[src/qdrc_config.svh]
`ifndef QDRC_CONFIG_SVH
`define QDRC_CONFIG_SVH

// ******************************
// sram geometry
// ******************************
`define QDR_DATA_WIDTH 18 // one data half.
`define QDR_BW_WIDTH   2  // byte writes per half.
`define QDR_ADDR_WIDTH 8  // small array for simulation.

// ******************************
// calibration limits
// ******************************
`define QDR_MAX_SKEW 4  // tap positions per bit.
`define QDR_MAX_LAT  12 // longest read latency accepted.

// probe locations, top of the array.
`define QDR_CAL_ADDR0 8'hFE
`define QDR_CAL_ADDR1 8'hFF

`endif

[src/qdrc_pkg.sv]
`include "qdrc_config.svh"

package qdrc_pkg;

  // ******************************
  // plain vectors
  // ******************************
  typedef logic [`QDR_DATA_WIDTH-1:0]   qdr_data_t; // one half.
  typedef logic [2*`QDR_DATA_WIDTH-1:0] qdr_word_t; // fall over rise.
  typedef logic [`QDR_ADDR_WIDTH-1:0]   qdr_addr_t;
  typedef logic [`QDR_BW_WIDTH-1:0]     qdr_bw_t;   // pin byte writes, active low.
  typedef logic [2*`QDR_BW_WIDTH-1:0]   qdr_ben_t;  // user byte enables, active high.
  typedef logic [1:0]                   tap_t;      // delay line select.
  typedef logic [3:0]                   lat_t;      // latency in cycles.

  // ******************************
  // bundles
  // ******************************
  typedef struct packed {
    qdr_data_t d_rise;
    qdr_data_t d_fall;
    qdr_bw_t   bw_n_rise;
    qdr_bw_t   bw_n_fall;
    qdr_addr_t sa;
    logic      w_n;
    logic      r_n;
  } qdr_pins_out_t;

  typedef struct packed {
    qdr_data_t q_rise;
    qdr_data_t q_fall;
  } qdr_pins_in_t;

  typedef struct packed {
    logic      we;
    qdr_addr_t addr;
    qdr_word_t wdata;
    qdr_ben_t  ben;
  } user_req_t;

  typedef enum logic [2:0] {
    IDLE,
    BIT_ALIGN,
    BURST_ALIGN,
    READY,
    FAIL
  } phy_sm_state_e;

endpackage

[src/qdrc_ctrl.sv]
`timescale 1ns/10ps

module qdrc_ctrl import qdrc_pkg::*; (
  input  logic      clk0,
  input  logic      arst_n,
  input  logic      req,
  input  user_req_t user_req,
  output logic      ack,
  output qdr_word_t rd_data,
  input  logic      phy_rdy,
  input  lat_t      phy_rd_lat,
  input  qdr_word_t phy_rd_data,
  output logic      phy_wr_strb,
  output logic      phy_rd_strb,
  output qdr_addr_t phy_addr,
  output qdr_word_t phy_wr_data,
  output qdr_ben_t  phy_wr_ben
);

  typedef enum logic [1:0] {C_IDLE, C_ISSUE, C_WAIT, C_ACK} ctrl_state_e;

  ctrl_state_e state;
  lat_t        cnt;
  logic        accept;
  logic        capture;

  assign accept  = (state == C_IDLE) && req && phy_rdy;
  assign capture = (state == C_WAIT) && (cnt == phy_rd_lat);

  // ******************************
  // request handshake
  // ******************************
  always_ff @(posedge clk0 or negedge arst_n) begin
    if (!arst_n) begin
      state       <= C_IDLE;
      cnt         <= '0;
      ack         <= 1'b0;
      phy_wr_strb <= 1'b0;
      phy_rd_strb <= 1'b0;
    end else begin
      case (state)
        C_IDLE: begin
          if (accept) begin
            phy_wr_strb <= user_req.we;
            phy_rd_strb <= !user_req.we;
            state       <= C_ISSUE;
          end
        end
        C_ISSUE: begin // strobe cycle.
          phy_wr_strb <= 1'b0;
          phy_rd_strb <= 1'b0;
          if (phy_wr_strb) begin
            ack   <= 1'b1;
            state <= C_ACK;
          end else begin
            cnt   <= lat_t'(1);
            state <= C_WAIT;
          end
        end
        C_WAIT: begin
          if (capture) begin
            ack   <= 1'b1;
            state <= C_ACK;
          end else begin
            cnt <= cnt + 1'b1;
          end
        end
        C_ACK: begin
          if (!req) begin
            ack   <= 1'b0;
            state <= C_IDLE;
          end
        end
        default: state <= C_IDLE;
      endcase
    end
  end

  always_ff @(posedge clk0) begin
    if (accept) begin
      phy_addr    <= user_req.addr;
      phy_wr_data <= user_req.wdata;
      phy_wr_ben  <= user_req.ben;
    end
    if (capture) rd_data <= phy_rd_data; // held while ack is high.
  end

  a_ack_holds: assert property (
    @(posedge clk0) disable iff (!arst_n) (ack && req) |=> ack
  );

endmodule

[src/qdrc_phy.sv]
`timescale 1ns/10ps
`include "qdrc_config.svh"

module qdrc_phy import qdrc_pkg::*; (
  input  logic          clk0,
  input  logic          arst_n,
  input  logic          phy_wr_strb,
  input  logic          phy_rd_strb,
  input  qdr_addr_t     phy_addr,
  input  qdr_word_t     phy_wr_data,
  input  qdr_ben_t      phy_wr_ben,
  output qdr_word_t     phy_rd_data,
  output lat_t          phy_rd_lat,
  output logic          phy_rdy,
  output logic          cal_fail,
  output logic          qdr_dll_off_n,
  output qdr_pins_out_t qdr_out,
  input  qdr_pins_in_t  qdr_in
);

  logic          bit_align_start, bit_align_done, bit_align_fail;
  logic          burst_align_start, burst_align_done, burst_align_fail;
  qdr_pins_out_t pins_bit;
  qdr_pins_out_t pins_burst;
  qdr_pins_out_t pins_user;
  qdr_pins_in_t  q_cal;
  qdr_pins_in_t  q_done;

  qdrc_phy_sm u_phy_sm (
    .clk0              (clk0),
    .arst_n            (arst_n),
    .qdr_dll_off_n     (qdr_dll_off_n),
    .phy_rdy           (phy_rdy),
    .cal_fail          (cal_fail),
    .bit_align_start   (bit_align_start),
    .bit_align_done    (bit_align_done),
    .bit_align_fail    (bit_align_fail),
    .burst_align_start (burst_align_start),
    .burst_align_done  (burst_align_done),
    .burst_align_fail  (burst_align_fail)
  );

  qdrc_phy_bit_align u_bit_align (
    .clk0            (clk0),
    .arst_n          (arst_n),
    .bit_align_start (bit_align_start),
    .bit_align_done  (bit_align_done),
    .bit_align_fail  (bit_align_fail),
    .qdr_out         (pins_bit),
    .qdr_in          (qdr_in),
    .q_cal           (q_cal)
  );

  qdrc_phy_burst_align u_burst_align (
    .clk0              (clk0),
    .arst_n            (arst_n),
    .burst_align_start (burst_align_start),
    .burst_align_done  (burst_align_done),
    .burst_align_fail  (burst_align_fail),
    .qdr_out           (pins_burst),
    .q_cal             (q_cal),
    .q_done            (q_done),
    .rd_lat            (phy_rd_lat)
  );

  // ******************************
  // pin multiplexer
  // ******************************
  assign pins_user.d_rise    = phy_wr_data[`QDR_DATA_WIDTH-1:0];
  assign pins_user.d_fall    = phy_wr_data[2*`QDR_DATA_WIDTH-1:`QDR_DATA_WIDTH];
  assign pins_user.bw_n_rise = ~phy_wr_ben[`QDR_BW_WIDTH-1:0]; // pins are active low.
  assign pins_user.bw_n_fall = ~phy_wr_ben[2*`QDR_BW_WIDTH-1:`QDR_BW_WIDTH];
  assign pins_user.sa        = phy_addr;
  assign pins_user.w_n       = ~phy_wr_strb;
  assign pins_user.r_n       = ~phy_rd_strb;

  assign qdr_out = !bit_align_done   ? pins_bit   :
                   !burst_align_done ? pins_burst :
                                       pins_user;

  assign phy_rd_data = {q_done.q_fall, q_done.q_rise}; // fall in upper half.

endmodule

[src/qdrc_phy_bit_align.sv]
`timescale 1ns/10ps
`include "qdrc_config.svh"

module qdrc_phy_bit_align import qdrc_pkg::*; (
  input  logic          clk0,
  input  logic          arst_n,
  input  logic          bit_align_start,
  output logic          bit_align_done,
  output logic          bit_align_fail,
  output qdr_pins_out_t qdr_out,
  input  qdr_pins_in_t  qdr_in,
  output qdr_pins_in_t  q_cal
);

  localparam int NBITS = 2 * `QDR_DATA_WIDTH;
  localparam int LIMIT = `QDR_MAX_LAT + `QDR_MAX_SKEW;
  localparam int CNT_W = $clog2(LIMIT + 1);

  typedef logic [CNT_W-1:0] cnt_t;

  typedef enum logic [3:0] {
    BA_IDLE, BA_WR0, BA_WR1, BA_RD0, BA_RD1, BA_MEAS, BA_CHECK, BA_DONE, BA_FAIL
  } ba_state_e;

  ba_state_e        state;
  cnt_t             cnt;
  cnt_t             arr [NBITS];
  cnt_t             arr_max;
  cnt_t             arr_min;
  logic [NBITS-1:0] seen;
  tap_t             taps [NBITS];
  logic [NBITS-1:0] q_raw;
  logic [NBITS-1:0] q_algn;
  logic [NBITS-1:0] dly_q [1:`QDR_MAX_SKEW-1];

  assign q_raw = {qdr_in.q_fall, qdr_in.q_rise};

  // ******************************
  // probe pins
  // ******************************
  always_comb begin
    qdr_out           = '0;
    qdr_out.bw_n_rise = '1;
    qdr_out.bw_n_fall = '1;
    qdr_out.w_n       = 1'b1;
    qdr_out.r_n       = 1'b1;
    case (state)
      BA_WR0: begin
        qdr_out.w_n       = 1'b0; // zeros to addr0.
        qdr_out.bw_n_rise = '0;
        qdr_out.bw_n_fall = '0;
        qdr_out.sa        = `QDR_CAL_ADDR0;
      end
      BA_WR1: begin
        qdr_out.w_n       = 1'b0; // ones to addr1.
        qdr_out.bw_n_rise = '0;
        qdr_out.bw_n_fall = '0;
        qdr_out.d_rise    = '1;
        qdr_out.d_fall    = '1;
        qdr_out.sa        = `QDR_CAL_ADDR1;
      end
      BA_RD0, BA_MEAS: begin
        qdr_out.r_n = 1'b0;
        qdr_out.sa  = `QDR_CAL_ADDR0;
      end
      BA_RD1: begin
        qdr_out.r_n = 1'b0; // count starts here.
        qdr_out.sa  = `QDR_CAL_ADDR1;
      end
      default: ;
    endcase
  end

  always_comb begin
    arr_max = '0;
    arr_min = '1;
    for (int i = 0; i < NBITS; i++) begin
      if (arr[i] > arr_max) arr_max = arr[i];
      if (arr[i] < arr_min) arr_min = arr[i];
    end
  end

  // ******************************
  // measurement sequence
  // ******************************
  always_ff @(posedge clk0 or negedge arst_n) begin
    if (!arst_n) begin
      state <= BA_IDLE;
      cnt   <= '0;
      seen  <= '0;
      for (int i = 0; i < NBITS; i++) taps[i] <= '0;
    end else begin
      case (state)
        BA_IDLE: if (bit_align_start) state <= BA_WR0;
        BA_WR0:  state <= BA_WR1;
        BA_WR1:  state <= BA_RD0;
        BA_RD0:  state <= BA_RD1;
        BA_RD1: begin
          cnt   <= cnt_t'(1);
          state <= BA_MEAS;
        end
        BA_MEAS: begin
          seen <= seen | q_raw; // first rising edge per bit.
          if (&seen) state <= BA_CHECK;
          else if (cnt == cnt_t'(LIMIT)) state <= BA_FAIL;
          else cnt <= cnt + 1'b1;
        end
        BA_CHECK: begin
          if ((arr_max - arr_min) >= `QDR_MAX_SKEW) begin
            state <= BA_FAIL;
          end else begin
            for (int i = 0; i < NBITS; i++) taps[i] <= tap_t'(arr_max - arr[i]);
            state <= BA_DONE;
          end
        end
        default: ;
      endcase
    end
  end

  always_ff @(posedge clk0) begin
    if (state == BA_MEAS) begin
      for (int i = 0; i < NBITS; i++) begin
        if (q_raw[i] && !seen[i]) arr[i] <= cnt;
      end
    end
  end

  assign bit_align_done = (state == BA_DONE);
  assign bit_align_fail = (state == BA_FAIL);

  // ******************************
  // tap delay lines
  // ******************************
  always_ff @(posedge clk0) begin
    dly_q[1] <= q_raw;
    for (int k = 2; k < `QDR_MAX_SKEW; k++) dly_q[k] <= dly_q[k-1];
  end

  for (genvar b = 0; b < NBITS; b++) begin : g_tap
    // tap 0 passes straight through.
    assign q_algn[b] = (taps[b] == '0) ? q_raw[b] : dly_q[taps[b]][b];

    a_tap_range: assert property (
      @(posedge clk0) disable iff (!arst_n)
      bit_align_done |-> (arr_max - arr[b]) < `QDR_MAX_SKEW
    );
  end

  assign q_cal.q_rise = q_algn[`QDR_DATA_WIDTH-1:0];
  assign q_cal.q_fall = q_algn[NBITS-1:`QDR_DATA_WIDTH];

endmodule

[src/qdrc_phy_burst_align.sv]
`timescale 1ns/10ps
`include "qdrc_config.svh"

module qdrc_phy_burst_align import qdrc_pkg::*; (
  input  logic          clk0,
  input  logic          arst_n,
  input  logic          burst_align_start,
  output logic          burst_align_done,
  output logic          burst_align_fail,
  output qdr_pins_out_t qdr_out,
  input  qdr_pins_in_t  q_cal,
  output qdr_pins_in_t  q_done,
  output lat_t          rd_lat
);

  localparam qdr_data_t PAT = {(`QDR_DATA_WIDTH / 2){2'b10}};

  typedef enum logic [2:0] {
    BU_IDLE, BU_WR, BU_RD, BU_WAIT, BU_DONE, BU_FAIL
  } bu_state_e;

  bu_state_e state;
  lat_t      cnt;
  logic      hit_ok;
  logic      hit_swap;

  assign hit_ok   = (q_cal.q_rise == PAT) && (q_cal.q_fall == ~PAT);
  assign hit_swap = (q_cal.q_rise == ~PAT) && (q_cal.q_fall == PAT); // halves swapped.

  always_comb begin
    qdr_out           = '0;
    qdr_out.bw_n_rise = '1;
    qdr_out.bw_n_fall = '1;
    qdr_out.w_n       = 1'b1;
    qdr_out.r_n       = 1'b1;
    if (state == BU_WR) begin
      qdr_out.w_n       = 1'b0;
      qdr_out.bw_n_rise = '0;
      qdr_out.bw_n_fall = '0;
      qdr_out.d_rise    = PAT;
      qdr_out.d_fall    = ~PAT;
      qdr_out.sa        = `QDR_CAL_ADDR0;
    end else if (state == BU_RD) begin
      qdr_out.r_n = 1'b0; // latency counted from here.
      qdr_out.sa  = `QDR_CAL_ADDR0;
    end
  end

  always_ff @(posedge clk0 or negedge arst_n) begin
    if (!arst_n) begin
      state  <= BU_IDLE;
      cnt    <= '0;
      rd_lat <= '0;
    end else begin
      case (state)
        BU_IDLE: if (burst_align_start) state <= BU_WR;
        BU_WR:   state <= BU_RD;
        BU_RD: begin
          cnt   <= lat_t'(1);
          state <= BU_WAIT;
        end
        BU_WAIT: begin
          if (hit_ok) begin
            rd_lat <= cnt + 1'b1; // plus the q_done register.
            state  <= BU_DONE;
          end else if (hit_swap || cnt == lat_t'(`QDR_MAX_LAT)) begin
            state <= BU_FAIL;
          end else begin
            cnt <= cnt + 1'b1;
          end
        end
        default: ;
      endcase
    end
  end

  always_ff @(posedge clk0) begin
    q_done <= q_cal;
  end

  assign burst_align_done = (state == BU_DONE);
  assign burst_align_fail = (state == BU_FAIL);

endmodule

[src/qdrc_phy_sm.sv]
`timescale 1ns/10ps

module qdrc_phy_sm import qdrc_pkg::*; (
  input  logic clk0,
  input  logic arst_n,
  output logic qdr_dll_off_n,
  output logic phy_rdy,
  output logic cal_fail,
  output logic bit_align_start,
  input  logic bit_align_done,
  input  logic bit_align_fail,
  output logic burst_align_start,
  input  logic burst_align_done,
  input  logic burst_align_fail
);

  phy_sm_state_e state;

  always_ff @(posedge clk0 or negedge arst_n) begin
    if (!arst_n) begin
      state             <= IDLE;
      qdr_dll_off_n     <= 1'b0; // dll held off in reset.
      bit_align_start   <= 1'b0;
      burst_align_start <= 1'b0;
      phy_rdy           <= 1'b0;
      cal_fail          <= 1'b0;
    end else begin
      qdr_dll_off_n <= 1'b1;
      case (state)
        IDLE: begin
          if (qdr_dll_off_n) begin // one cycle after the dll is on.
            bit_align_start <= 1'b1;
            state           <= BIT_ALIGN;
          end
        end
        BIT_ALIGN: begin
          if (bit_align_fail) begin
            cal_fail <= 1'b1;
            state    <= FAIL;
          end else if (bit_align_done) begin
            burst_align_start <= 1'b1;
            state             <= BURST_ALIGN;
          end
        end
        BURST_ALIGN: begin
          if (burst_align_fail) begin
            cal_fail <= 1'b1;
            state    <= FAIL;
          end else if (burst_align_done) begin
            phy_rdy <= 1'b1;
            state   <= READY;
          end
        end
        default: ; // ready and fail hold until reset.
      endcase
    end
  end

  a_rdy_not_fail: assert property (
    @(posedge clk0) disable iff (!arst_n) !(phy_rdy && cal_fail)
  );

endmodule

[src/qdrc_top.sv]
`timescale 1ns/10ps

module qdrc_top import qdrc_pkg::*; (
  input  logic          clk0,
  input  logic          arst_n,
  input  logic          req,
  input  user_req_t     user_req,
  output logic          ack,
  output qdr_word_t     rd_data,
  output logic          phy_rdy,
  output logic          cal_fail,
  output qdr_pins_out_t qdr_out,
  input  qdr_pins_in_t  qdr_in
);

  logic      phy_wr_strb;
  logic      phy_rd_strb;
  qdr_addr_t phy_addr;
  qdr_word_t phy_wr_data;
  qdr_ben_t  phy_wr_ben;
  qdr_word_t phy_rd_data;
  lat_t      phy_rd_lat;

  qdrc_ctrl u_ctrl (
    .clk0        (clk0),
    .arst_n      (arst_n),
    .req         (req),
    .user_req    (user_req),
    .ack         (ack),
    .rd_data     (rd_data),
    .phy_rdy     (phy_rdy),
    .phy_rd_lat  (phy_rd_lat),
    .phy_rd_data (phy_rd_data),
    .phy_wr_strb (phy_wr_strb),
    .phy_rd_strb (phy_rd_strb),
    .phy_addr    (phy_addr),
    .phy_wr_data (phy_wr_data),
    .phy_wr_ben  (phy_wr_ben)
  );

  qdrc_phy u_phy (
    .clk0          (clk0),
    .arst_n        (arst_n),
    .phy_wr_strb   (phy_wr_strb),
    .phy_rd_strb   (phy_rd_strb),
    .phy_addr      (phy_addr),
    .phy_wr_data   (phy_wr_data),
    .phy_wr_ben    (phy_wr_ben),
    .phy_rd_data   (phy_rd_data),
    .phy_rd_lat    (phy_rd_lat),
    .phy_rdy       (phy_rdy),
    .cal_fail      (cal_fail),
    .qdr_dll_off_n (), // sram model has no dll pin.
    .qdr_out       (qdr_out),
    .qdr_in        (qdr_in)
  );

endmodule

[config.mk]
export PLATFORM = sky130hd
export DESIGN_NAME = qdrc_top
export DESIGN_NICKNAME = d
export VERILOG_FILES = /design/src/qdrc_pkg.sv /design/src/qdrc_ctrl.sv /design/src/qdrc_phy.sv /design/src/qdrc_phy_bit_align.sv /design/src/qdrc_phy_burst_align.sv /design/src/qdrc_phy_sm.sv /design/src/qdrc_top.sv
export VERILOG_INCLUDE_DIRS = /design/src /design/src/src
export SDC_FILE = /design/constraint.sdc
export NUM_CORES = 1
export LEC_CHECK = 0
export BUFFER_PORTS_ARGS = -buffer_cell sky130_fd_sc_hd__buf_2
export CAP_MARGIN = 10
export CORE_ASPECT_RATIO = 1.5
export CORE_UTILIZATION = 64
export CTS_BUF_LIST = sky130_fd_sc_hd__clkbuf_8
export DETAILED_ROUTE_END_ITERATION = 10
export PLACE_DENSITY = 0.85
export SLEW_MARGIN = 30
export SYNTH_ARGS = -nofsm -noshare
export SYNTH_HDL_FRONTEND = slang
export SYNTH_SLANG_ARGS = --single-unit
[constraint.sdc]
create_clock -name clk0 -period 73.1 [get_ports clk0]
set_clock_uncertainty 0.05 [all_clocks]
set_input_delay 14.62 -clock clk0 [delete_from_list [all_inputs] [get_ports clk0]]
set_output_delay 14.62 -clock clk0 [all_outputs]
set_load 0.05 [all_outputs]
### Yosys cells after proc, flatten, opt, wreduce, memory -nomap -nowiden

Memories as Yosys holds them, arrays and structs flattened.
Index checks and enable logic that the tools add are counted.

| operators by class | value |
|---|---|
| add/sub/neg operators | 40 |
| bitwise logic cells | 8 |
| eq/ne operators | 44 |
| order comparisons | 73 |
| reduce and logical (&&, ||, !) cells | 148 |
| mux-type cells | 269 |

Operators by type and width:

| cell | number |
|---|---|
| $mux 5 | 74 |
| $gt 5x5->1 | 35 |
| $lt 5x5->1 | 35 |
| $mux 1 | 157 |
| $mux 50 | 2 |
| $logic_not 2->1 | 37 |
| $sub 2x2->2 | 36 |
| $logic_and 1x1->1 | 41 |
| $mux 40 | 1 |
| $logic_not 1->1 | 37 |
| $eq 18x17->1 const B | 2 |
| $eq 18x18->1 const B | 2 |
| $mux 36 | 1 |
| $mux 4 | 9 |
| $or 36x36->36 | 1 |
| $reduce_and 36->1 | 1 |
| $ge 32x3->1 const B | 1 |
| $pmux 4 s7 | 1 |
| $reduce_and 3->1 | 9 |
| $mux 3 | 8 |
| $eq 4x3->1 const B | 4 |
| $mux 8 | 2 |
| $ne 2x2->1 const B | 8 |
| $pmux 4 s2 | 2 |
| other kinds (39) | 76 |

| storage, ports and cells | value |
|---|---|
| bits in writable memories | 288 |
| register bits after elaboration | 265 |
| output and inout port bits | 89 |
| input bits | 88 |
| memories | 2 |
| word-level logic and storage cells | 643 |

Memories:

| memory | words | bits a word | rd ports | clocked after memory_dff | write ports | RTL line | source |
|---|---|---|---|---|---|---|---|
| u_phy.u_bit_align.arr | 36 | 5 | 36 | 0 | 36 | qdrc_phy_bit_align.sv:27 | `cnt_t arr [NBITS];` |
| u_phy.u_bit_align.dly_q | 3 | 36 | 38 | 0 | 3 | qdrc_phy_bit_align.sv:34 | `` logic [NBITS-1:0] dly_q [1:`QDR_MAX_SKEW-1]; `` |

### Longest topological paths before layout

Gate-level depths: netlist (run 1).
An unclocked memory read counts as a cell.

| logic depth | value |
|---|---|
| word-level depth | 77 |
| mapped depth | 339 |
| mapped depth without buffers | 319 |

### Modules after synthesis

From an unflattened synthesis (run 1), not the netlist that was laid out.

| unflattened totals | value |
|---|---|
| cell total of the unflattened synthesis | 3649 |
| area total of the unflattened synthesis | 36347.4 um^2 |

By module, submodules not included:

| module | cells each | area each (um^2) | sequential area each (um^2) | times used |
|---|---|---|---|---|
| qdrc_phy_bit_align | 3123 | 29803.6 | 10495.1 | 1 |
| qdrc_ctrl | 153 | 3191.8 | 2747.6 | 1 |
| qdrc_phy_burst_align | 170 | 1906.8 | 996.0 | 1 |
| qdrc_phy | 173 | 1107.3 | 0.0 | 1 |
| qdrc_phy_sm | 30 | 337.8 | 200.2 | 1 |

### Least setup slack after synthesis (run 1)

OpenSTA, ideal clock, no wires.

| path | value |
|---|---|
| path kind | register to register |
| start | memory u_phy.u_bit_align.arr[0][6] (netlist name) |
| end | register u_phy.u_bit_align.taps[1] (netlist name) |
| period minus slack after synthesis | 57.913 ns |
| data required time | 72.926 ns |
| stages on the path, launching flop included | 316 |
| library setup time | 0.124 ns |
| arrival time | 57.739 ns |
| path buffers | 22 |
| slack | 15.187 ns |
| cells stage by stage | edfxtp_1 -> ha_1 -> and3_1 -> nand3_1 -> o21ai_0 -> o21ai_0 -> and2_1 -> ha_1 -> nor2b_1 -> o211ai_1 -> a31o_2 -> or2_2 -> clkbuf_1 -> a21o_1 -> ha_1 -> nor2b_1 -> o211ai_1 -> a31oi_1 -> [280 not listed] -> clkbuf_1 -> nand2_1 -> o21ai_0 -> ha_1 -> nor2b_1 -> o21ai_0 -> nand2b_1 -> nand2_1 -> nand2_1 -> a32o_1 -> nand2_1 -> or3_1 -> clkbuf_1 -> clkbuf_1 -> nor2_1 -> o21ai_0 -> nand2_1 -> a211o_1 |

RTL lines:

| item | RTL line | source |
|---|---|---|
| start, declared | qdrc_phy_bit_align.sv:27 |  |
| end, declared | qdrc_phy_bit_align.sv:31 | `tap_t taps [NBITS];` |

==> results.yml, run 1 <==
synthesis:
  synth-edff-count: 264
  synthCells: 3488
  synthFlopType: "edfxtp_1"
  netlist_area_um2: 34500
  synth-seq-area-share_pct: 41.9
  synth_fp_nets: 3943
  synth_top_area_cell: "edfxtp_1"
  ys_warn_count: 0
  synth_commonest_cells: "nand2_1, ha_1, nor2_1, edfxtp_1, o21ai_0"
  synth-seq-cells: 553
  async_flop_share_pct: 26.2
  avgSynthCellArea_um2: 9.89
  synthMostInstantiatedCell: "nand2_1"
  synthDistinctLibCells: 107
  synth_area_leaders: "edfxtp_1, ha_1, dfrtp_1"
  synth.top_cell.area_share_pct: 23.0
timing:
  setup_viol: 0
  worstMarginPinSlew_ps: 1040
  fmax_mhz: 15.1
  setup_tns_ps: 0
  drv_slew: 0
  finalHoldViolCount: 0
  period_share_pct: 90.5
  rsz0062_at_grt: "no"
  slew_headroom_pct: 30.8
  fin_crit_ps: 66170
  finalWorstSetupSlack_ps: 6930
hold_path:
  min_path_cells: 0
  hold_path_class: "reg -> reg"
global_route:
  grt_usage_pct: 36.2
  grt_overflow: 0
  grt_pass1_wl_um: 152000
  grt_max_degree: 108
  grt_pass1_vias: 28700
  antenna_found_initial: 7
clock_network:
  clock-sinks: 553
  cts_tree: "done"
  cts_made_buffers: 82
  cts_resized: 0
  cts.path.max_buffers: 3
  htreeDepth: 3
  cts_root_buf: "clkbuf_8"
  clkTransAtPathRegs_ps: 60
  post_cts_buffers: 0
  postCtsHoldBufs: 0
  clk_latency_ps: 720
place:
  dpl_worst_slack_ps: 7080
  dpl_cell_area_um2: 36100
  dp.cells: 4285
  io_buffers: 176
  gp_congestion: 0.994
  hpwl_um: 74000
finish:
  nets: 4144
  drive_gt1_share_pct: 12.5
  fillers: 3848
  final_area_um2: 37900
  area.growth.synth_to_final_pct: 9.76
  final_cells: 4444
worst_setup_path:
  critPathCaptureType: "flip-flop"
  worst-path-stages: 300
  crit_path_top_delay_cell: "o311ai_0"
  r2r_cells: 300
  cpPeakStageDelay_ps: 850
  setup.worst_path.start_class: "flip-flop"
  critPathBufInv: 16
  path_delay_family: "compound AO/OA/AOI/OAI gates"
  path_max_fanout: 107
  worstSetupPathType: "reg -> reg"
  arrival_ps: 66710
  crit_required_ps: 73640
  crit_top_cell: "o21a_1"
detailed_routing:
  routed_wl_um: 98800
  drt_iter0_markers: 2298
  viasPerCell: 6.48
  first_pass_iters: 6
  drc: 0
  wl_per_cell_um: 22.2
  antenna_left: 0
  vias: 28800
floorplanning:
  dieArea_um2: 54900
  die_h_um: 286
  placementRows: 103
  coreArea_um2: 53000
  ioPinCount: 177
  die-width_um: 192
  initial_core_util_pct: 65.1
job:
  drv_cap: 0
outcome:
  status: "finished clean"
-- layout make-up --
cell class	count	area, um2	share of cell area, %
Sequential cell	553	14400	38.1
Inverter	191	717	1.89
Clock inverter	55	353	0.932
Clock buffer	97	1340	3.53
Multi-Input combinational cell	2664	19100	50.4
Antenna cell	5	12.5	0.0330
Timing Repair Buffer	197	1060	2.80
Tap cell	682	853	2.25
-- per-layer routing --
layer  wire length, um  track usage [%]
met1             35100             38.7
met2             49400             63.3
met3              6050             5.53
met4              8220             28.6
met5                 0                0
-- logic make-up after synthesis --
kind of cell | Yosys count | synth area share, %
xor gates and xnor gates | 81 | 2.06
DFF | 553 | 41.9
muxes | 112 | 4.68
other | 1 | 0.0109
adders and majority gates | 367 | 13.3
buffers and inverters | 271 | 3.01
and+or+nand+nor | 1118 | 15.5
AOI/OAI and AO/OA | 985 | 19.6
-- final timing paths --
path                            slack (ps)                          start                            end
worst max-delay path                  6930    u_phy.u_bit_align.arr[0][1]      u_phy.u_bit_align.taps[1]
worst min-delay path                   280  u_phy.u_bit_align.dly_q[1][2]  u_phy.u_bit_align.dly_q[2][2]
worst max register to register        6930    u_phy.u_bit_align.arr[0][1]      u_phy.u_bit_align.taps[1]
worst min register to register         280  u_phy.u_bit_align.dly_q[1][2]  u_phy.u_bit_align.dly_q[2][2]
max in group asynchronous            57880                         arst_n     u_phy.u_bit_align.seen[14]
min in group asynchronous            13890                         arst_n                u_ctrl.state[0]
-- cell usage in the layout, fill, tap and decap left out, types with 83 or more instances in the layout --
cell and n:
edfxtp_1 264, clkbuf_8 97, a21oi_1 172, o21ai_0 228, buf_2 177, nor2_1 289
dfxtp_1 144, inv_1 217, nand2_1 377, ha_1 366, o21a_1 83, dfrtp_1 145
nand2b_1 87
-- sequential cells by signal, indices dropped and copies added, names as in the netlist, 2 cells and up --
| register | cells |
|---|---|
| u_ctrl.phy_wr_ben | 4 |
| u_ctrl.cnt | 4 |
| u_phy.u_bit_align.seen | 36 |
| u_phy.u_bit_align.state | 4 |
| u_phy.u_phy_sm.state | 3 |
| u_phy.u_burst_align.rd_lat | 4 |
| u_ctrl.rd_data | 36 |
| u_phy.u_bit_align.arr | 180 |
| u_ctrl.phy_wr_data | 36 |
| u_phy.u_burst_align.q_done | 36 |
| u_phy.u_bit_align.dly_q | 108 |
| u_phy.u_burst_align.state | 3 |
| u_phy.u_bit_align.cnt | 5 |
| u_ctrl.state | 2 |
| u_phy.u_bit_align.taps | 72 |
| u_ctrl.phy_addr | 8 |
| u_phy.u_burst_align.cnt | 4 |
-- stage by stage --
stage | util, % | hold slack [ps]
floorplan | - | 276
global placement | 68.1 | 277
detailed placement | 68.2 | 282
CTS | 71.4 | 275
global route | 71.5 | 286
finish | 71.5 | 279
Power of run 1 is left out: the tool's default activity adds up to more than one toggle a clock period on the data nets, which glitch-free logic cannot reach.
==> run 2, diff against run 1 <==
--- a/config.mk
+++ b/config.mk
@@ -8,2 +8,3 @@
 export LEC_CHECK = 0
+export ABC_CLOCK_PERIOD_IN_PS = 73100
 export BUFFER_PORTS_ARGS = -buffer_cell sky130_fd_sc_hd__buf_2
@@ -14,2 +15,3 @@
 export DETAILED_ROUTE_END_ITERATION = 10
+export GPL_ROUTABILITY_DRIVEN = 0
 export PLACE_DENSITY = 0.85
==> constraint.sdc (replaced) <==
create_clock -name clk0 -period 73.1 [get_ports clk0]
set_clock_uncertainty 0.05 [all_clocks]
set_input_delay 7.31 -clock clk0 [delete_from_list [all_inputs] [get_ports clk0]]
set_output_delay 7.31 -clock clk0 [all_outputs]
set_load 0.05 [all_outputs]
==> run 2 against run 1 <==
  * Core utilization grew 0.085 points
  * Cell count about the same
  * Global-route usage rose by 0.45 points
  * Wire length up 0.93%
  * Worst hold slack better by 12 ps
  * Register-to-register slack worse by 300 ps
  * Clock-buffer cell count decreased by 5
  * Non-clock buffer count fell by 1
==> results.yml, run 2 (same netlist as run 1, synthesis figures left out) <==
outcome:
  status: "finished clean"
clock_network:
  post_cts_buffers: 0
  cts_root_buf: "clkbuf_8"
  postCtsHoldBufs: 0
  clock-sinks: 553
  cts.path.max_buffers: 3
  clk_latency_ps: 730
  cts_made_buffers: 84
  cts_tree: "done"
  clkTransAtPathRegs_ps: 70
  cts_resized: 0
  htreeDepth: 3
hold_path:
  hold_path_class: "reg -> reg"
floorplanning:
  die_h_um: 286
  die-width_um: 192
  placementRows: 103
  coreArea_um2: 53000
  ioPinCount: 177
  initial_core_util_pct: 65.1
  dieArea_um2: 54900
worst_setup_path:
  path_max_fanout: 103
  crit_required_ps: 73660
  worstSetupPathType: "reg -> reg"
  crit_path_top_delay_cell: "o311ai_0"
  crit_top_cell: "o21a_1"
  cpPeakStageDelay_ps: 850
  setup.worst_path.start_class: "flip-flop"
  arrival_ps: 67030
  critPathCaptureType: "flip-flop"
timing:
  slew_headroom_pct: 32.8
  setup_tns_ps: 0
  fin_crit_ps: 66470
  setup_viol: 0
  worstMarginPinSlew_ps: 1000
  rsz0062_at_grt: "no"
  finalHoldViolCount: 0
  period_share_pct: 90.9
  drv_slew: 0
  fmax_mhz: 15.0
finish:
  largest_register_ffs: 180
  fillers: 3768
  mostFrequentLayoutCells: "nand2_1, ha_1, nor2_1"
  reg.largest.list: "u_phy.u_bit_align.arr: 180 flops, u_phy.u_bit_align.dly_q: 108 flops, u_phy.u_bit_align.taps: 72 flops"
  area.growth.synth_to_final_pct: 9.89
  drive_gt1_share_pct: 12.7
  top_register: "u_phy.u_bit_align.arr"
  final_common_cell: "nand2_1"
  nets: 4145
global_route:
  grt_pass1_vias: 28900
  antenna_found_initial: 4
  grt_overflow: 0
  grt_pass1_wl_um: 153000
  grt_usage_pct: 36.7
  grt_max_degree: 104
detailed_routing:
  first_pass_iters: 10
  vias: 29300
  viasPerCell: 6.60
  drc: 0
  met3WireLength_um: 7040
  drt_iter0_markers: 2368
  highest_layer: "met4"
  wl_met2_um: 48300
  wl_per_cell_um: 22.4
  routed_wl_um: 99800
  wl_met1_um: 34300
  antenna_left: 0
job:
  drv_cap: 0
place:
  io_buffers: 176
  hpwl_um: 73500
run 2: cell count changes in the layout (fill, tap and decap cells not counted), sizes merged:
cell,delta
inv,+6
clkbuf,-5
clkinv,+2
clkinvlp,+2
diode,-1
bufinv,+1
buf,-1
run 2: path summary, 6_finish.rpt:
check | start | to | slack [ps] | cells after the start
max in group asynchronous | arst_n | u_phy.u_bit_align.taps[15] | 65220 | 2
min in group asynchronous | arst_n | u_ctrl.cnt[1] | 6570 | 1
worst max register to register | u_phy.u_bit_align.arr[0][6] | u_phy.u_bit_align.taps[1] | 6630 | 297
worst min-delay path | u_phy.u_bit_align.dly_q[1][30] | u_phy.u_bit_align.dly_q[2][30] | 290 | 0
worst min register to register | u_phy.u_bit_align.dly_q[1][30] | u_phy.u_bit_align.dly_q[2][30] | 290 | 0
worst max-delay path | u_phy.u_bit_align.arr[0][6] | u_phy.u_bit_align.taps[1] | 6630 | 297
run 2: final cells by class:
| cell class | count | area [um2] | area share (%) |
|---|---|---|---|
| multi-input combinational | 2664 | 19100 | 50.4 |
| clock buffer | 92 | 1270 | 3.34 |
| timing repair buffer | 196 | 1060 | 2.79 |
| inverter | 191 | 717 | 1.89 |
| sequential | 553 | 14400 | 38.1 |
| tap | 682 | 853 | 2.25 |
| antenna | 4 | 10.0 | 0.0264 |
| clock inverter | 66 | 478 | 1.26 |
run 2: layer usage:
layer  track usage, %  vias up
met2             61.9     1517
met5                0        -
met1             38.6    13900
met4             32.8        0
li1                 -    13400
met3             6.89      609
run 2: metrics by stage:
| stage | worst slack, ps | hold slack [ps] | cells | utilization, % | instance area, um2 |
|---|---|---|---|---|---|
| 5_1_grt | 1990 | 279 | 4447 | 71.6 | 37900 |
| 3_3_place_gp | 8410 | 277 | 4284 | 68.1 | 36100 |
| 6_report | 6630 | 291 | 4448 | 71.6 | 37900 |
| 3_5_place_dp | 7720 | 282 | 4285 | 68.2 | 36100 |
| 2_1_floorplan | 15190 | 276 | 3488 | - | 34500 |
| 4_1_cts | 7470 | 290 | 4443 | 71.5 | 37900 |
run 2: worst max-delay path, delay by kind of cell (launching register included):
| kind | cells | cell delay (ps) |
|---|---|---|
| adder cells (fa/ha/maj) | 36 | 10840 |
| multiplexers | 4 | 1490 |
| flip-flops | 1 | 510 |
| AND/OR/NAND/NOR | 88 | 15610 |
| buffers and inverters | 12 | 2420 |
| AO/OA/AOI/OAI | 157 | 35270 |
Power of run 2 is left out for the same reason.
